--- config.mk ---
export PLATFORM = sky130hd
export DESIGN_NAME = sd_host
export DESIGN_NICKNAME = d
export VERILOG_FILES = /design/src/common/sd_pkg.sv /design/src/cmd/sd_cmd_tx.sv /design/src/cmd/sd_resp_rx.sv /design/src/dat/sd_dat_rx.sv /design/src/design/sd_crc_lane.sv /design/src/design/sd_host.sv
export SDC_FILE = /design/constraint.sdc
export NUM_CORES = 1
export LEC_CHECK = 0
export BUFFER_PORTS_ARGS = -buffer_cell sky130_fd_sc_hd__buf_2
export CAP_MARGIN = 5
export CORE_MARGIN = 2
export CORE_UTILIZATION = 55
export CTS_CLUSTER_SIZE = 16
export DETAILED_ROUTE_END_ITERATION = 10
export GPL_ROUTABILITY_DRIVEN = 0
export PLACE_DENSITY = 0.73
export SETUP_SLACK_MARGIN = 0.02
export SKIP_CTS_REPAIR_TIMING = 1
export SLEW_MARGIN = 20
export SYNTH_ARGS = -nofsm -noshare
export SYNTH_HDL_FRONTEND = slang
export SYNTH_SLANG_ARGS = --single-unit
--- constraint.sdc ---
create_clock -name clk_fast -period 13.6 [get_ports clk_fast]
set_clock_uncertainty 0.05 [all_clocks]
set_input_delay 3.4 -clock clk_fast [delete_from_list [all_inputs] [get_ports clk_fast]]
set_output_delay 3.4 -clock clk_fast [all_outputs]
set_load 0.01 [all_outputs]
--- src/common/sd_pkg.sv ---
`default_nettype none

package sd_pkg;

    // ======================================================================
    // Frame and block sizes
    // ======================================================================

    // Full command or response frame on the cmd line
    localparam int CMD_FRAME_BITS   = 48;

    // Start, transmission, index and argument bits covered by CRC7
    localparam int CMD_PAYLOAD_BITS = 40;

    localparam int CRC7_BITS        = 7;
    localparam int CRC16_BITS       = 16;

    // One 512-byte block spread over DAT[3:0]
    localparam int BLOCK_NIBBLES    = 1024;

    // Nibbles packed into one output word
    localparam int WORD_NIBBLES     = 4;

    // ======================================================================
    // CRC remainders and feedback taps
    // ======================================================================

    typedef logic [CRC7_BITS-1:0]  crc7_t;
    typedef logic [CRC16_BITS-1:0] crc16_t;

    // x^7 + x^3 + 1, top term implied by the shift
    localparam crc7_t  CRC7_POLY  = 7'h09;

    // CCITT x^16 + x^12 + x^5 + 1
    localparam crc16_t CRC16_POLY = 16'h1021;

    // ======================================================================
    // Command, response and line types
    // ======================================================================

    // Command request, held by the requester until the command ends
    typedef struct packed {
        logic [5:0]  index;
        logic [31:0] arg;
        // A 48-bit response follows the command
        logic        expect_resp;
        // A read block follows the command
        logic        expect_block;
    } cmd_req_t;

    // Received response frame, including the card's own CRC field
    typedef struct packed {
        logic [CMD_FRAME_BITS-1:0] frame;
        logic                      crc_err;
    } resp_t;

    // Drive of a bidirectional SD line
    typedef struct packed {
        logic en;
        logic val;
    } line_out_t;

    // First nibble received lands in the upper bits
    typedef logic [WORD_NIBBLES*4-1:0] dat_word_t;

endpackage

`default_nettype wire

--- src/cmd/sd_cmd_tx.sv ---
`timescale 1ns/1ns
`default_nettype none

module sd_cmd_tx
    import sd_pkg::*;
(
    input  wire       clk_fast,
    input  wire       init_resetPulse,
    input  wire       cmd_start,
    input  wire cmd_req_t cmd_req,
    output line_out_t cmd_out,
    output logic      cmd_done,
    output logic      rx_abort,
    output logic      arm_resp,
    output logic      arm_dat
);

    logic                              active;
    logic [$clog2(CMD_FRAME_BITS)-1:0] bit_cnt;
    logic [CMD_PAYLOAD_BITS-1:0]       shreg;
    logic                              in_payload;
    logic                              in_crc;
    logic                              crc_msb;

    // Bits 47..8 come from the shift register, bits 7..1 from the CRC lane
    assign in_payload = active && (bit_cnt < CMD_PAYLOAD_BITS);
    assign in_crc     = active && (bit_cnt >= CMD_PAYLOAD_BITS)
                               && (bit_cnt < CMD_FRAME_BITS - 1);

    // CRC7 over the payload, then shifted out behind it
    sd_crc_lane #(
        .crc_type (crc7_t),
        .POLY     (CRC7_POLY)
    ) u_crc7 (
        .clk_fast        (clk_fast),
        .init_resetPulse (init_resetPulse),
        .clear           (cmd_start),
        .shift           (in_payload || in_crc),
        .bit_in          (in_payload ? shreg[CMD_PAYLOAD_BITS-1] : crc_msb),
        .crc             (),
        .crc_msb         (crc_msb)
    );

    // ======================================================================
    // Line drive
    // ======================================================================

    always_comb begin
        cmd_out.en = active;
        if (in_payload) begin
            cmd_out.val = shreg[CMD_PAYLOAD_BITS-1];
        end else if (in_crc) begin
            cmd_out.val = crc_msb;
        end else begin
            // End bit, and idle level when not driving
            cmd_out.val = 1'b1;
        end
    end

    // ======================================================================
    // Sequencing
    // ======================================================================

    always_ff @(posedge clk_fast) begin
        if (init_resetPulse) begin
            active   <= 1'b0;
            bit_cnt  <= '0;
            cmd_done <= 1'b0;
            rx_abort <= 1'b0;
            arm_resp <= 1'b0;
            arm_dat  <= 1'b0;
        end else begin
            cmd_done <= 1'b0;
            arm_resp <= 1'b0;
            arm_dat  <= 1'b0;
            // Any receive in flight belongs to the previous command
            rx_abort <= cmd_start;
            if (cmd_start) begin
                active  <= 1'b1;
                bit_cnt <= '0;
            end else if (active) begin
                bit_cnt <= bit_cnt + 1'b1;
                if (bit_cnt == CMD_FRAME_BITS - 1) begin
                    active   <= 1'b0;
                    cmd_done <= 1'b1;
                    arm_resp <= cmd_req.expect_resp;
                    arm_dat  <= cmd_req.expect_block;
                end
            end
        end
    end

    // Start bit 0, transmission bit 1, then index and argument
    always_ff @(posedge clk_fast) begin
        if (cmd_start) begin
            shreg <= {1'b0, 1'b1, cmd_req.index, cmd_req.arg};
        end else if (in_payload) begin
            shreg <= shreg << 1;
        end
    end

endmodule

`default_nettype wire

--- src/cmd/sd_resp_rx.sv ---
`timescale 1ns/1ns
`default_nettype none

module sd_resp_rx
    import sd_pkg::*;
(
    input  wire   clk_fast,
    input  wire   init_resetPulse,
    input  wire   arm,
    input  wire   abort,
    input  wire   cmd_in,
    output logic  resp_done,
    output resp_t resp
);

    typedef enum logic [1:0] {
        RX_IDLE,
        RX_HUNT,
        RX_RECV
    } rx_state_t;

    rx_state_t                         state;
    logic [$clog2(CMD_FRAME_BITS)-1:0] bit_cnt;
    logic                              start_seen;
    logic                              last_bit;
    logic                              crc_shift;
    crc7_t                             crc;

    // Start bit counts as frame bit 47
    assign start_seen = (state == RX_HUNT) && !cmd_in;
    assign last_bit   = (state == RX_RECV) && (bit_cnt == CMD_FRAME_BITS - 1);

    // Only bits 47..8 go into the remainder
    assign crc_shift  = start_seen
                     || ((state == RX_RECV) && (bit_cnt < CMD_PAYLOAD_BITS));

    sd_crc_lane #(
        .crc_type (crc7_t),
        .POLY     (CRC7_POLY)
    ) u_crc7 (
        .clk_fast        (clk_fast),
        .init_resetPulse (init_resetPulse),
        .clear           (arm),
        .shift           (crc_shift),
        .bit_in          (cmd_in),
        .crc             (crc),
        .crc_msb         ()
    );

    // ======================================================================
    // Receive FSM
    // ======================================================================

    always_ff @(posedge clk_fast) begin
        if (init_resetPulse) begin
            state     <= RX_IDLE;
            bit_cnt   <= '0;
            resp_done <= 1'b0;
        end else begin
            resp_done <= 1'b0;
            if (abort) begin
                state <= RX_IDLE;
            end else if (arm) begin
                state <= RX_HUNT;
            end else begin
                case (state)
                    RX_HUNT: begin
                        // Card may take any number of cycles to answer
                        if (!cmd_in) begin
                            state   <= RX_RECV;
                            bit_cnt <= 1;
                        end
                    end
                    RX_RECV: begin
                        bit_cnt <= bit_cnt + 1'b1;
                        if (last_bit) begin
                            state     <= RX_IDLE;
                            resp_done <= 1'b1;
                        end
                    end
                    default: begin
                        state <= RX_IDLE;
                    end
                endcase
            end
        end
    end

    // ======================================================================
    // Frame capture and check
    // ======================================================================

    always_ff @(posedge clk_fast) begin
        if (start_seen || (state == RX_RECV)) begin
            resp.frame <= {resp.frame[CMD_FRAME_BITS-2:0], cmd_in};
        end
        // Bits 7..1 sit at the bottom of the frame until the end bit arrives
        if (last_bit) begin
            resp.crc_err <= (crc != resp.frame[CRC7_BITS-1:0]) || !cmd_in;
        end
    end

endmodule

`default_nettype wire

--- src/dat/sd_dat_rx.sv ---
`timescale 1ns/1ns
`default_nettype none

module sd_dat_rx
    import sd_pkg::*;
(
    input  wire        clk_fast,
    input  wire        init_resetPulse,
    input  wire        arm,
    input  wire        abort,
    input  wire [3:0]  dat_in,
    output logic       word_valid,
    output dat_word_t  word,
    output logic       dat_done,
    output logic       dat_crc_err
);

    typedef enum logic [2:0] {
        DX_IDLE,
        DX_HUNT,
        DX_DATA,
        DX_CRC,
        DX_END
    } dx_state_t;

    dx_state_t                        state;
    logic [$clog2(BLOCK_NIBBLES)-1:0] nib_cnt;
    logic                             in_data;
    logic                             crc_mismatch;
    crc16_t [3:0]                     lane_crc;
    crc16_t [3:0]                     rx_crc;

    assign in_data = (state == DX_DATA);

    // ======================================================================
    // Per-line CRC16
    // ======================================================================

    for (genvar i = 0; i < 4; i++) begin : g_lane
        sd_crc_lane #(
            .crc_type (crc16_t),
            .POLY     (CRC16_POLY)
        ) u_crc16 (
            .clk_fast        (clk_fast),
            .init_resetPulse (init_resetPulse),
            .clear           (arm),
            .shift           (in_data),
            .bit_in          (dat_in[i]),
            .crc             (lane_crc[i]),
            .crc_msb         ()
        );
    end

    // Any line whose received CRC disagrees with ours
    assign crc_mismatch = (lane_crc != rx_crc);

    // ======================================================================
    // Block FSM
    // ======================================================================

    always_ff @(posedge clk_fast) begin
        if (init_resetPulse) begin
            state      <= DX_IDLE;
            nib_cnt    <= '0;
            word_valid <= 1'b0;
            dat_done   <= 1'b0;
        end else begin
            word_valid <= 1'b0;
            dat_done   <= 1'b0;
            if (abort) begin
                state <= DX_IDLE;
            end else if (arm) begin
                state <= DX_HUNT;
            end else begin
                case (state)
                    DX_HUNT: begin
                        // Start nibble is seen on DAT0
                        if (!dat_in[0]) begin
                            state   <= DX_DATA;
                            nib_cnt <= '0;
                        end
                    end
                    DX_DATA: begin
                        nib_cnt <= nib_cnt + 1'b1;
                        // Low counter bits give the position inside a word
                        if (nib_cnt[$clog2(WORD_NIBBLES)-1:0] == WORD_NIBBLES - 1) begin
                            word_valid <= 1'b1;
                        end
                        // Counter wraps to zero for the CRC phase
                        if (nib_cnt == BLOCK_NIBBLES - 1) begin
                            state <= DX_CRC;
                        end
                    end
                    DX_CRC: begin
                        nib_cnt <= nib_cnt + 1'b1;
                        if (nib_cnt[$clog2(CRC16_BITS)-1:0] == CRC16_BITS - 1) begin
                            state <= DX_END;
                        end
                    end
                    DX_END: begin
                        dat_done <= 1'b1;
                        state    <= DX_IDLE;
                    end
                    default: begin
                        state <= DX_IDLE;
                    end
                endcase
            end
        end
    end

    // ======================================================================
    // Word assembly and CRC capture
    // ======================================================================

    always_ff @(posedge clk_fast) begin
        if (in_data) begin
            word <= {word[11:0], dat_in};
        end
        if (state == DX_CRC) begin
            for (int i = 0; i < 4; i++) begin
                rx_crc[i] <= {rx_crc[i][CRC16_BITS-2:0], dat_in[i]};
            end
        end
        // End nibble must be all ones on every line
        if (state == DX_END) begin
            dat_crc_err <= crc_mismatch || (dat_in != 4'hf);
        end
    end

endmodule

`default_nettype wire

--- src/design/sd_crc_lane.sv ---
`timescale 1ns/1ns
`default_nettype none

// Serial CRC register, MSB-first, shared by the CRC7 and CRC16 users
module sd_crc_lane
    import sd_pkg::*;
#(
    parameter type     crc_type = crc7_t,
    parameter crc_type POLY     = CRC7_POLY
) (
    input  wire     clk_fast,
    input  wire     init_resetPulse,
    input  wire     clear,
    input  wire     shift,
    input  wire     bit_in,
    output crc_type crc,
    output logic    crc_msb
);

    logic feedback;

    // Top bit of the remainder, next bit to go out on a transmitter
    assign crc_msb  = crc[$bits(crc_type)-1];

    // Feeding crc_msb back as bit_in turns the LFSR into a plain shifter
    assign feedback = bit_in ^ crc_msb;

    always_ff @(posedge clk_fast) begin
        if (init_resetPulse || clear) begin
            crc <= '0;
        end else if (shift) begin
            crc <= crc_type'({crc[$bits(crc_type)-2:0], 1'b0})
                 ^ (feedback ? POLY : crc_type'(0));
        end
    end

endmodule

`default_nettype wire

--- src/design/sd_host.sv ---
`timescale 1ns/1ns
`default_nettype none

module sd_host
    import sd_pkg::*;
(
    input  wire       clk_fast,
    input  wire       init_resetPulse,
    input  wire       cmd_start,
    input  wire cmd_req_t cmd_req,
    input  wire       cmd_in,
    input  wire [3:0] dat_in,
    output logic      sd_clk,
    output line_out_t cmd_out,
    output logic      cmd_done,
    output logic      resp_done,
    output resp_t     resp,
    output logic      word_valid,
    output dat_word_t word,
    output logic      dat_done,
    output logic      dat_crc_err
);

    logic rx_abort;
    logic arm_resp;
    logic arm_dat;

    // Card clock runs at the full system rate
    assign sd_clk = clk_fast;

    sd_cmd_tx u_cmd_tx (
        .clk_fast        (clk_fast),
        .init_resetPulse (init_resetPulse),
        .cmd_start       (cmd_start),
        .cmd_req         (cmd_req),
        .cmd_out         (cmd_out),
        .cmd_done        (cmd_done),
        .rx_abort        (rx_abort),
        .arm_resp        (arm_resp),
        .arm_dat         (arm_dat)
    );

    sd_resp_rx u_resp_rx (
        .clk_fast        (clk_fast),
        .init_resetPulse (init_resetPulse),
        .arm             (arm_resp),
        .abort           (rx_abort),
        .cmd_in          (cmd_in),
        .resp_done       (resp_done),
        .resp            (resp)
    );

    sd_dat_rx u_dat_rx (
        .clk_fast        (clk_fast),
        .init_resetPulse (init_resetPulse),
        .arm             (arm_dat),
        .abort           (rx_abort),
        .dat_in          (dat_in),
        .word_valid      (word_valid),
        .word            (word),
        .dat_done        (dat_done),
        .dat_crc_err     (dat_crc_err)
    );

endmodule

`default_nettype wire

# [After elaboration in Yosys (flattened, before gate mapping)]
# Index checks and enable logic that the tools add are counted.
[word_totals] regBits=283 input_bits=48 output_inout_bits=73 word_cells=145
[op_classes] addsub=3 order_cmp=4 n_eq_ne=24 n_mux=31 bitwise=19 n_reduce_logical=33
[ops] cell="two-way mux 38 bit" count=2
[ops] cell="!= test 64 bit" count=1
[ops] cell="bitwise XOR 16 x 13 -> 16 bit" count=4
[ops] cell="two-way mux 13 bit" count=4
[ops] cell="one-hot mux 10 bit (2 select lines)" count=1
[ops] cell="less-than comparator 6 bit, second input constant" count=3
[ops] cell="bitwise XOR 7 x 4 -> 7 bit" count=2
[ops] cell="adder 6 x 1 -> 6 bit, second input constant" count=2
[ops] cell="== test 6 bit, second input constant" count=2
[ops] cell="two-way mux 1 bit" count=12
[ops] cell="one-hot mux 6 bit (2 select lines)" count=1
[ops] cell="OR reduction 4 bit" count=3
[ops] cell="adder 10 x 1 -> 10 bit, second input constant" count=1
[ops] cell="== test 10 bit, second input constant" count=1
[ops] cell="two-way mux 10 bit" count=1
[ops] cell="two-way mux 3 bit" count=3
[ops] cell="!= test 3 x 2 -> 1 bit, second input constant" count=3
[ops] cell="one-hot mux 3 bit (3 select lines)" count=1
[ops] cell="OR reduction 3 bit" count=3
[ops] cell="logical OR 1 bit" count=8
[ops] cell="two-way mux 4 bit" count=2
[ops] cell="AND reduction 4 bit" count=2
[ops] cell="!= test 7 bit" count=1
[ops] cell="NOT 1 bit" count=7
[ops] cell="21 further kinds" count=44

# [Depth between registers and ports, before layout]
# Gate-level depths: netlist of the first run.
[logic_depth] depth_word=6 depth_mapped=8 ltp_nobuf=6

# [By module]
# From an unflattened synthesis of the first run, not the netlist that was laid out.
[unflattened] hier_cells=840 area_unflattened_um2=11274.6
[modules_own_cells] mod="sd_dat_rx" instances=1 cells_each=265 area_per_inst_um2=3852.4 seq_area_each_um2=2732.6
[modules_own_cells] mod="sd_crc_lane (u_dat_rx.g_lane[0].u_crc16 ...)" instances=4 cells_each=61 area_per_inst_um2=640.6 seq_area_each_um2=320.3
[modules_own_cells] mod="sd_cmd_tx" instances=1 cells_each=144 area_per_inst_um2=2185.8 seq_area_each_um2=1401.3
[modules_own_cells] mod="sd_resp_rx" instances=1 cells_each=128 area_per_inst_um2=2098.3 seq_area_each_um2=1651.6
[modules_own_cells] mod="sd_crc_lane (u_cmd_tx.u_crc7 ...)" instances=2 cells_each=29 area_per_inst_um2=284.0 seq_area_each_um2=140.1
[modules_own_cells] mod="sd_host" instances=1 cells_each=1 area_per_inst_um2=7.5 seq_area_each_um2=0.0

==> results_tabular.tex, run 1 <==
\begin{tabular}{lr}
\hline
Metric & Value \\
\hline
\multicolumn{2}{l}{\textbf{Floorplanning}} \\
Die outline area & 20600 sq um \\
Die outline height & 144 microns \\
Starting density of the core & 55.6\% \\
Number of standard-cell rows in the floorplan & 51 \\
Die span in x & 144 microns \\
Boundary Pins & 121 \\
Floorplan core area & 19300 sq um \\
\multicolumn{2}{l}{\textbf{STA}} \\
Final hold vios & 0 \\
Slew @ Worst Pin & 893 ps \\
RSZ-0062 raised after global routing & no \\
Accumulated negative setup slack & 0 ps \\
Endpoints failing setup & 0 \\
Max\_slew headroom & 40.5\% \\
Max-slew violation count & 0 \\
\multicolumn{2}{l}{\textbf{Power}} \\
Switching power & 0.000346 W \\
Comb pwr share & 2.2\% \\
Internal Dissipation & 0.00142 W \\
Clock share of power & 45.7\% \\
Total Power Consumption & 0.00177 W \\
Part of the total power dissipated in sequential elements & 52.1\% \\
Maximum resistive drop on vdd & 110 uV \\
LEAKAGE & 4.58 nW \\
Switching part of the total & 19.5\% \\
Power density of the placed cells & 141 nW/um\^{}2 \\
\multicolumn{2}{l}{\textbf{Final layout}} \\
Post-route cell area & 12500 sq um \\
Fraction of final layout cells sized beyond drive strength 1 & 22.3\% \\
Diode insertion count for antenna repair & 0 \\
Net total in the final layout & 1010 \\
Synthesis-to-layout area growth & 17.1\% \\
\multicolumn{2}{l}{\textbf{Routing}} \\
Total Wirelength & 19.8 mm \\
\# DRC & 0 \\
Remaining antenna violation count & 0 \\
Total vias in the final route & 6469 \\
Initial drt markers & 473 \\
First drt pass iteration count & 5 \\
Vias/cell & 5.19 \\
WL per Instance & 15.9 microns \\
\multicolumn{2}{l}{\textbf{Setup path}} \\
Critical Path Fanout Max & 2 \\
Category of the worst setup path capture point & primary output \\
Critical path required time & 10150 ps \\
Data arrival time of the critical path & 7170 ps \\
Type of the worst setup path & clock port to primary output \\
CP startpoint kind & clock port \\
\multicolumn{2}{l}{\textbf{Global routing}} \\
First-pass GRT wire length & 31.2 mm \\
Gr ovfl total & 0 \\
Number of antenna violations at the first check in global routing & 0 \\
Largest net degree at the start of global routing & 69 \\
Global Route Usage Sum & 19.0\% \\
Vias in the first global route & 6241 \\
\multicolumn{2}{l}{\textbf{Synth}} \\
Leading cell types by total area after synthesis & edfxtp\_1 47\%, dfxtp\_1 21\%, xor2\_1 5.3\% \\
Sequential fraction of the synthesis area & 68.6\% \\
Mean area per synthesized cell & 12.8 sq um \\
Top cell type's share of synthesized area & 47.1\% \\
Cell area after synthesis & 10700 sq um \\
Number of warnings issued by yosys & 0 \\
Synthesized net count & 886 \\
Count of state elements after synthesis & 283 \\
Unique masters post-synth & 42 \\
Number of standard cells after synthesis & 834 \\
Number of flops mapped to enable cells by yosys & 168 \\
Prevailing post-synth register cell & edfxtp\_1 \\
Fraction of registers with async set or reset after synthesis & 0\% \\
Area leader, netlist & edfxtp\_1 \\
\multicolumn{2}{l}{\textbf{Placed design}} \\
Buffers on Ports & 120 \\
Post-DP HPWL & 12.2 mm \\
Instance area after placement & 11500 sq um \\
\multicolumn{2}{l}{\textbf{Status}} \\
Run status & finished, final reports clean \\
\multicolumn{2}{l}{\textbf{Clock tree}} \\
Worst-skew pair later-pin latency & 640 ps \\
TritonCTS clock tree & yes \\
Clock slew at reported path FFs & 60 ps \\
\multicolumn{2}{l}{\textbf{Hold path}} \\
Class of the worst hold path & register to register \\
\multicolumn{2}{l}{\textbf{Flow run}} \\
Max-capacitance violation count & 0 \\
\hline
\end{tabular}
## metal layers
layer  up-vias  routed length (microns)  track usage, %  share of wire, %
met1      3159                     9140            26.5                46
li1       3168                        -               -                 -
met4         0                      279            5.06               1.4
met5         -                        0               0                 0
met3        24                      959            4.10               4.9
met2       118                     9390            30.6                47
## flip-flops by register name, summed over array words and instances, names as in the netlist, 6 cells and up
register	flops
u_dat_rx.g_lane.u_crc16.crc	64
u_dat_rx.rx_crc	64
u_resp_rx.resp	49
u_cmd_tx.shreg	40
u_dat_rx.word	16
u_dat_rx.nib_cnt	10
u_cmd_tx.u_crc7.crc	7
u_resp_rx.u_crc7.crc	7
u_cmd_tx.bit_cnt	6
u_resp_rx.bit_cnt	6
## area by class of cell
type | count | area (sq um)
clock buffers | 45 | 922
multi-input cells | 508 | 3200
inverters | 9 | 33.8
clock inverters | 13 | 91.3
fillers | 1503 | 6720
well taps | 265 | 332
flip-flops and latches | 283 | 7350
repair buffers | 123 | 626
## logic make-up (layout without fill, tap and decap cells)
| logic type | Yosys count | in the layout | synth area share (%) |
|---|---|---|---|
| flip-flops | 283 | 283 | 68.6 |
| adder cells (fa/ha/maj) | 4 | 4 | 0.467 |
| AO/OA/AOI/OAI | 84 | 84 | 4.44 |
| AND/OR/NAND/NOR | 264 | 264 | 11.0 |
| XOR/XNOR | 104 | 104 | 8.50 |
| multiplexers | 52 | 52 | 5.29 |
| buffers and inverters | 43 | 190 | 1.74 |
## power groups by stage
| stage | clock (W) | combinational, W | sequential [W] |
|---|---|---|---|
| floorplan | 0.00000606 | 0.0000276 | 0.000938 |
| global placement | 0.00000444 | 0.0000383 | 0.000940 |
| detailed placement | 0.00000444 | 0.0000389 | 0.000941 |
| CTS | 0.000826 | 0.0000393 | 0.000923 |
| global route | 0.000861 | 0.0000429 | 0.000924 |
| finish | 0.000808 | 0.0000388 | 0.000923 |
## final timing paths
kind | start | to | slack (ps) | cells past startpoint
min | u_dat_rx.word[6] | u_dat_rx.word[10] | 390 | 0
max reg2reg | u_dat_rx.state[1] | u_dat_rx.g_lane[0].u_crc16.crc[15] | 11010 | 8
max | clk_fast | sd_clk | 2980 | 3
min reg2reg | u_dat_rx.word[6] | u_dat_rx.word[10] | 390 | 0
## cell usage after synthesis (14+ instances only)
cell type	number
clkbuf_1	14
mux2_2	37
xnor2_1	39
nor2_1	49
a21oi_1	68
dfxtp_1	115
mux2i_1	15
nand4_1	19
nand2_1	136
nor4_1	15
xor2_1	65
edfxtp_1	168
## stage by stage
step | utilization (%) | hold slack [ps] | instances | setup WS (ps)
global route | 65.1 | 402 | 1246 | 2970
floorplan | - | 386 | 834 | 3230
finish | 65.1 | 387 | 1246 | 2980
global placement | 59.9 | 372 | 1189 | 3240
detailed placement | 59.9 | 376 | 1189 | 3240
CTS | 65.1 | 390 | 1246 | 2970
## worst max-delay path, stage by stage
cell and delay [ps]:
clkbuf_16 120, clkbuf_16 130, buf_2 130
## placed cells by master, fill, tap and decap left out, types with 3 or more instances in the layout
| cell type | netlist | routed |
|---|---|---|
| nor4_1 | 15 | 15 |
| o21ai_0 | 5 | 5 |
| and2_1 | 3 | 3 |
| nand4_1 | 19 | 19 |
| mux2i_1 | 15 | 15 |
| nor3_1 | 9 | 8 |
| and3_1 | 5 | 5 |
| xor2_1 | 65 | 65 |
| clkinv_2 | 0 | 3 |
| clkbuf_16 | 0 | 33 |
| edfxtp_1 | 168 | 168 |
| inv_1 | 9 | 8 |
| nor2b_1 | 3 | 3 |
| clkbuf_8 | 0 | 5 |
| xnor2_1 | 39 | 39 |
| buf_4 | 2 | 4 |
| nor2_1 | 49 | 49 |
| nand3_1 | 11 | 11 |
| buf_2 | 8 | 120 |
| dfxtp_1 | 115 | 115 |
| clkinv_1 | 0 | 6 |
| mux2_2 | 37 | 37 |
| or3_1 | 3 | 3 |
| ha_1 | 4 | 4 |
| clkbuf_1 | 14 | 6 |
| a21oi_1 | 68 | 68 |
| nand2_1 | 136 | 134 |
(Power assumes the default switching activity.)
==> run 2, diff against run 1 <==
--- a/config.mk
+++ b/config.mk
@@ -8,11 +8,11 @@
 export BUFFER_PORTS_ARGS = -buffer_cell sky130_fd_sc_hd__buf_2
 export CAP_MARGIN = 5
 export CORE_MARGIN = 2
-export CORE_UTILIZATION = 55
+export CORE_UTILIZATION = 52
 export CTS_CLUSTER_SIZE = 16
 export DETAILED_ROUTE_END_ITERATION = 10
 export GPL_ROUTABILITY_DRIVEN = 0
-export PLACE_DENSITY = 0.73
+export PLACE_DENSITY = 0.72
 export SETUP_SLACK_MARGIN = 0.02
 export SKIP_CTS_REPAIR_TIMING = 1
 export SLEW_MARGIN = 20
==> constraint.sdc (replaced) <==
create_clock -name clk_fast -period 8.74 [get_ports clk_fast]
set_clock_uncertainty 0.05 [all_clocks]
set_input_delay 2.185 -clock clk_fast [delete_from_list [all_inputs] [get_ports clk_fast]]
set_output_delay 2.185 -clock clk_fast [all_outputs]
set_load 0.01 [all_outputs]
==> run 2 against run 1 <==
Flip-flop and latch count did not move. Sequential power rose by 56%. Utilization fell by 2.9 points. Critical path depth did not move. First-iteration DRC count rose by 9.5%. Setup slack got worse by 1200 ps. Combinational power rose by 56%. Non-clock buffer count rose by 1.
==> results_tabular.tex, run 2 (synthesis gave the netlist of run 1 again) <==
\begin{tabular}{lr}
\hline
Metric & Value \\
\hline
\multicolumn{2}{l}{\textbf{Routing}} \\
WL per Instance & 15.8 microns \\
Total Wirelength & 19.8 mm \\
First drt pass iteration count & 4 \\
Remaining antenna violation count & 0 \\
\# DRC & 0 \\
Total vias in the final route & 6478 \\
Initial drt markers & 518 \\
Vias/cell & 5.17 \\
\multicolumn{2}{l}{\textbf{Floorplanning}} \\
Number of standard-cell rows in the floorplan & 52 \\
Starting density of the core & 52.9\% \\
Die span in x & 148 microns \\
Die outline height & 148 microns \\
Boundary Pins & 121 \\
Die outline area & 21800 sq um \\
Floorplan core area & 20200 sq um \\
\multicolumn{2}{l}{\textbf{Setup path}} \\
CP startpoint kind & clock port \\
Data arrival time of the critical path & 4740 ps \\
Worst-case register-to-register setup slack & 6230 ps \\
Critical path required time & 6510 ps \\
Critical Path Fanout Max & 2 \\
Capture point of the worst reg-to-reg path & u\_dat\_rx.rx\_crc[15] \\
Reg-to-reg startpoint & u\_dat\_rx.state[1] \\
Category of the worst setup path capture point & primary output \\
Type of the worst setup path & clock port to primary output \\
Reg2reg path depth & 3 \\
\multicolumn{2}{l}{\textbf{Global routing}} \\
Global Route Usage Sum & 18.1\% \\
Largest net degree at the start of global routing & 77 \\
First-pass GRT wire length & 31.8 mm \\
Vias in the first global route & 6241 \\
Number of antenna violations at the first check in global routing & 0 \\
Gr ovfl total & 0 \\
\multicolumn{2}{l}{\textbf{Hold path}} \\
Class of the worst hold path & register to register \\
Min-Delay Endpoint & u\_dat\_rx.word[6] \\
Cell count of the worst hold path & 0 \\
Worst hold start & u\_dat\_rx.word[2] \\
\multicolumn{2}{l}{\textbf{Power}} \\
Power density of the placed cells & 223 nW/um\^{}2 \\
Internal Dissipation & 0.00226 W \\
Comb pwr share & 2.2\% \\
Total Power Consumption & 0.00281 W \\
Part of the total power dissipated in sequential elements & 51.0\% \\
LEAKAGE & 4.62 nW \\
Maximum resistive drop on vdd & 199 uV \\
Switching power & 0.000550 W \\
Switching part of the total & 19.6\% \\
Clock share of power & 46.8\% \\
\multicolumn{2}{l}{\textbf{Clock tree}} \\
Clock slew at reported path FFs & 60 ps \\
TritonCTS clock tree & yes \\
Worst-skew pair later-pin latency & 650 ps \\
\multicolumn{2}{l}{\textbf{Flow run}} \\
Max-capacitance violation count & 0 \\
\multicolumn{2}{l}{\textbf{Placed design}} \\
Worst slack after detailed placement & 2020 ps \\
Number of cells in the design after placement & 1195 \\
Post-DP HPWL & 12.2 mm \\
Buffers on Ports & 120 \\
\multicolumn{2}{l}{\textbf{STA}} \\
Final worst setup slack & 1760 ps \\
Max-slew violation count & 0 \\
Max\_slew headroom & 28.7\% \\
Endpoints failing setup & 0 \\
Final hold vios & 0 \\
RSZ-0062 raised after global routing & no \\
Slew @ Worst Pin & 1070 ps \\
Accumulated negative setup slack & 0 ps \\
\multicolumn{2}{l}{\textbf{Final layout}} \\
Largest registers ranked by flip-flop count & u\_dat\_rx.g\_lane.u\_crc16.crc: 64 flops, u\_dat\_rx.rx\_crc: 64 flops, u\_resp\_rx.resp: 49 flops \\
Fraction of final layout cells sized beyond drive strength 1 & 22.9\% \\
Share of the core filled with cells & 62.3\% \\
Most frequent standard cell in the layout excluding fill and tap cells & edfxtp\_1 \\
Final instance count without filler cells & 1252 \\
Synthesis-to-layout area growth & 17.6\% \\
Most frequent cells in the layout & 168 x edfxtp\_1, 134 x nand2\_1, 120 x buf\_2 \\
Diode insertion count for antenna repair & 0 \\
Net total in the final layout & 1011 \\
\multicolumn{2}{l}{\textbf{Status}} \\
Run status & finished, final reports clean \\
\hline
\end{tabular}
-- run 2: cell count changes in the layout (fill, tap and decap cells not counted), sizes merged --
cell	delta
buf	+1
bufinv	+3
clkbuf	-5
clkinv	+3
clkinvlp	-1
-- run 2: power groups by stage --
| stage | clock, W | combinational (W) | sequential, W |
|---|---|---|---|
| after global routing | 0.00140 | 0.0000668 | 0.00144 |
| after floorplan | 0.00000943 | 0.0000429 | 0.00146 |
| after CTS | 0.00135 | 0.0000615 | 0.00144 |
| after global placement | 0.00000691 | 0.0000607 | 0.00146 |
| final | 0.00132 | 0.0000607 | 0.00144 |
| after detailed placement | 0.00000691 | 0.0000612 | 0.00146 |
-- run 2: per-stage QoR --
| step | hold slack [ps] | cell area (sq um) |
|---|---|---|
| after floorplan | 386 | 10700 |
| after global placement | 371 | 11500 |
| after detailed placement | 377 | 11500 |
| after CTS | 392 | 12600 |
| after global routing | 397 | 12600 |
| final | 391 | 12600 |
-- run 2: area by class of cell --
type	count	area, sq um
repair buffers	124	633
fillers	1585	7640
clock buffers	40	852
multi-input cells	508	3190
well taps	270	338
clock inverters	18	201
flip-flops and latches	283	7350
inverters	9	33.8
-- run 2: worst max-delay path by stage --
stage                     slack (ps)     start  cells after the start  endpoint
final                           1760  clk_fast                      3    sd_clk
after global routing            1760  clk_fast                      3    sd_clk
after CTS                       1760  clk_fast                      3    sd_clk
after detailed placement        2020  clk_fast                      1    sd_clk
after global placement          2020  clk_fast                      1    sd_clk
after floorplan                 2020  clk_fast                      1    sd_clk
-- run 2: layer usage --
metal,global-route usage [%],routed length [microns],vias to the layer above
met3,3.92,1060,26
li1,-,-,3175
met5,0,0,-
met1,25.8,9180,3127
met4,4.86,328,0
met2,28.4,9250,150
-- run 2: worst max-delay path, stage by stage --
cell,delay [ps]
clkbuf_16,120
clkbuf_16,130
buf_2,130
==> run 3, diff against run 2 <==
--- a/config.mk
+++ b/config.mk
@@ -5,14 +5,15 @@
 export SDC_FILE = /design/constraint.sdc
 export NUM_CORES = 1
 export LEC_CHECK = 0
+export ABC_AREA = 1
 export BUFFER_PORTS_ARGS = -buffer_cell sky130_fd_sc_hd__buf_2
 export CAP_MARGIN = 5
 export CORE_MARGIN = 2
-export CORE_UTILIZATION = 52
+export CORE_UTILIZATION = 53
 export CTS_CLUSTER_SIZE = 16
 export DETAILED_ROUTE_END_ITERATION = 10
 export GPL_ROUTABILITY_DRIVEN = 0
-export PLACE_DENSITY = 0.72
+export PLACE_DENSITY = 0.73
 export SETUP_SLACK_MARGIN = 0.02
 export SKIP_CTS_REPAIR_TIMING = 1
 export SLEW_MARGIN = 20
==> constraint.sdc (replaced) <==
create_clock -name clk_fast -period 6.16 [get_ports clk_fast]
set_clock_uncertainty 0.05 [all_clocks]
set_input_delay 1.54 -clock clk_fast [delete_from_list [all_inputs] [get_ports clk_fast]]
set_output_delay 1.54 -clock clk_fast [all_outputs]
set_load 0.01 [all_outputs]
==> run 3 against run 2 <==
Highest routed layer unchanged. Worst hold slack better by 6.8 ps. Utilization rose by 0.78 points. Die area grew 3.2%. Area after synthesis up 5.2%. Cell area rose by 4.9%. First-iteration DRC count increased by 0.19%. Register-to-register slack got worse by 2600 ps. Largest power group unchanged. Clock power rose by 45%. Sequential share of layout area shrank 2.7 points. Critical path type unchanged. Clock-buffer cell count decreased by 2. Final cell count grew 27%. Routed wire length increased by 15%.
==> results_tabular.tex, run 3 <==
\begin{tabular}{lr}
\hline
Metric & Value \\
\hline
\multicolumn{2}{l}{\textbf{Setup path}} \\
Category of the worst setup path capture point & primary output \\
Critical path required time & 4570 ps \\
CP startpoint kind & clock port \\
Critical Path Fanout Max & 2 \\
Data arrival time of the critical path & 3450 ps \\
Type of the worst setup path & clock port to primary output \\
\multicolumn{2}{l}{\textbf{Routing}} \\
Remaining antenna violation count & 0 \\
Total Wirelength & 22.8 mm \\
WL per Instance & 14.3 microns \\
Initial drt markers & 519 \\
Vias/cell & 4.97 \\
First drt pass iteration count & 5 \\
Total vias in the final route & 7939 \\
\# DRC & 0 \\
\multicolumn{2}{l}{\textbf{Final layout}} \\
Most frequent standard cell in the layout excluding fill and tap cells & nand2\_1 \\
Largest registers ranked by flip-flop count & u\_dat\_rx.g\_lane.u\_crc16.crc: 64 flops, u\_dat\_rx.rx\_crc: 64 flops, u\_resp\_rx.resp: 49 flops \\
Share of the core filled with cells & 63.0\% \\
Fillers & 1684 \\
Area of combinational cells with multiple inputs & 3220 sq um \\
Fraction of final layout cells sized beyond drive strength 1 & 14.5\% \\
Most frequent cells in the layout & 333 x nand2\_1, 168 x edfxtp\_1, 152 x inv\_1 \\
Diode insertion count for antenna repair & 0 \\
Post-route cell area & 13200 sq um \\
Area of all sequential standard cells & 7350 sq um \\
Synthesis-to-layout area growth & 17.2\% \\
Net total in the final layout & 1350 \\
\multicolumn{2}{l}{\textbf{Synth}} \\
Area leader, netlist & edfxtp\_1 \\
Number of warnings issued by yosys & 0 \\
Synthesized net count & 1222 \\
Fraction of registers with async set or reset after synthesis & 0\% \\
Number of flops mapped to enable cells by yosys & 168 \\
Top cell type's share of synthesized area & 44.8\% \\
Mean area per synthesized cell & 9.64 sq um \\
Share of synthesized cell area in full adder, half adder and majority cells & 0.444\% \\
Number of standard cells after synthesis & 1170 \\
Unique masters post-synth & 33 \\
Most numerous cell types in the synthesized netlist & 334 x nand2\_1, 168 x edfxtp\_1, 152 x inv\_1 \\
Synthesized-area fraction occupied by ao, oa, aoi and oai cells & 8.62\% \\
XOR/XNOR Fraction of Synth Area & 2.41\% \\
Portion of netlist area occupied by mux cells & 0\% \\
Main combinational cell family by area after synthesis & simple AND/OR/NAND/NOR gates \\
Simple-Gate Fraction of Synth Area & 16.9\% \\
Prevailing post-synth register cell & edfxtp\_1 \\
Cell area after synthesis & 11300 sq um \\
Sequential fraction of the synthesis area & 65.2\% \\
Most frequent cell after synthesis & nand2\_1 \\
Count of state elements after synthesis & 283 \\
Leading cell types by total area after synthesis & edfxtp\_1 45\%, dfxtp\_1 20\%, nand2\_1 11\% \\
\multicolumn{2}{l}{\textbf{STA}} \\
Max\_slew headroom & 32.2\% \\
Slew @ Worst Pin & 1020 ps \\
RSZ-0062 raised after global routing & no \\
Endpoints failing setup & 0 \\
Final hold vios & 0 \\
Accumulated negative setup slack & 0 ps \\
Max-slew violation count & 0 \\
\multicolumn{2}{l}{\textbf{Clock tree}} \\
TritonCTS clock tree & yes \\
Clock slew at reported path FFs & 60 ps \\
Worst-skew pair later-pin latency & 660 ps \\
\multicolumn{2}{l}{\textbf{Floorplanning}} \\
Boundary Pins & 121 \\
Floorplan core area & 21000 sq um \\
Die outline area & 22500 sq um \\
Die outline height & 150 microns \\
Starting density of the core & 53.8\% \\
Number of standard-cell rows in the floorplan & 53 \\
Die span in x & 150 microns \\
\multicolumn{2}{l}{\textbf{Placed design}} \\
Buffers on Ports & 120 \\
Post-DP HPWL & 14.8 mm \\
Instance area after placement & 12100 sq um \\
\multicolumn{2}{l}{\textbf{Power}} \\
Power density of the placed cells & 306 nW/um\^{}2 \\
LEAKAGE & 5.53 nW \\
Maximum resistive drop on vdd & 206 uV \\
\multicolumn{2}{l}{\textbf{Global routing}} \\
Gr ovfl total & 0 \\
Largest net degree at the start of global routing & 107 \\
Number of antenna violations at the first check in global routing & 0 \\
Global Route Usage Sum & 20.1\% \\
Vias in the first global route & 7458 \\
First-pass GRT wire length & 36.1 mm \\
\multicolumn{2}{l}{\textbf{Flow run}} \\
Max-capacitance violation count & 0 \\
\multicolumn{2}{l}{\textbf{Hold path}} \\
Class of the worst hold path & register to register \\
\multicolumn{2}{l}{\textbf{Status}} \\
Run status & finished, final reports clean \\
\hline
\end{tabular}
[run 3: cell types whose count changed after synthesis, moves of 10 or more]
cell      previous run  this run
o21ai_0              5        92
a21oi_1             68        85
xnor2_1             39        17
mux2_2              37         0
nor4_1              15         2
xor2_1              65        14
nand3_1             11        21
nor2_1              49        86
inv_1                9       152
clkbuf_1            14        26
mux2i_1             15         0
nand2_1            136       334
[run 3: power by group]
part           switching, W  internal (W)  total (W)  leakage [nW]
Clock              0.000727       0.00118    0.00191         0.534
Combinational     0.0000622     0.0000317  0.0000939          2.50
Sequential       0.00000962       0.00202    0.00203          2.49
Total              0.000799       0.00324    0.00404          5.53
[run 3: area by class of cell]
class                      instances  share of cell area (%)
clock inverter                    20                    1.72
inverter                         157                    4.46
sequential                       283                    55.6
timing repair buffer             124                    4.79
tap                              275                    2.60
multi-input combinational        699                    24.4
clock buffer                      38                    6.40
[run 3: kinds of logic (layout without fill, tap and decap cells)]
logic type                 after synthesis  after routing
AOI/OAI and AO/OA                      189            189
xor gates and xnor gates                31             31
buffers and inverters                  188            339
and+or+nand+nor                        475            475
adders and majority gates                4              4
DFF                                    283            283
[run 3: critical path: stages]
cell and delay, ps:
clkbuf_16 120, clkbuf_16 130, buf_2 130
[run 3: layer usage]
| layer | vias to the layer above | global-route usage [%] | share of wire, % |
|---|---|---|---|
| li1 | 4059 | - | - |
| met4 | 0 | 7.22 | 2.6 |
| met1 | 3635 | 26.9 | 46 |
| met5 | - | 0 | 0 |
| met2 | 204 | 33.3 | 47 |
| met3 | 41 | 3.17 | 4.6 |
[run 3: worst paths after layout]
check | start | end | slack (ps) | cells past startpoint
worst max-delay path | clk_fast | sd_clk | 1120 | 3
worst min-delay path | u_resp_rx.resp[26] | u_resp_rx.resp[27] | 400 | 0
worst max register to register | u_dat_rx.state[2] | u_dat_rx.g_lane[0].u_crc16.crc[8] | 3620 | 7
worst min register to register | u_resp_rx.resp[26] | u_resp_rx.resp[27] | 400 | 0
[run 3: per-stage QoR]
| stage | hold WS [ps] | setup slack, ps | instances | power (W) |
|---|---|---|---|---|
| after floorplan | 374 | 1370 | 1170 | 0.00214 |
| after global placement | 375 | 1380 | 1539 | 0.00217 |
| after detailed placement | 378 | 1380 | 1539 | 0.00218 |
| after CTS | 399 | 1110 | 1596 | 0.00408 |
| after global routing | 402 | 1110 | 1596 | 0.00417 |
| final | 398 | 1120 | 1596 | 0.00404 |
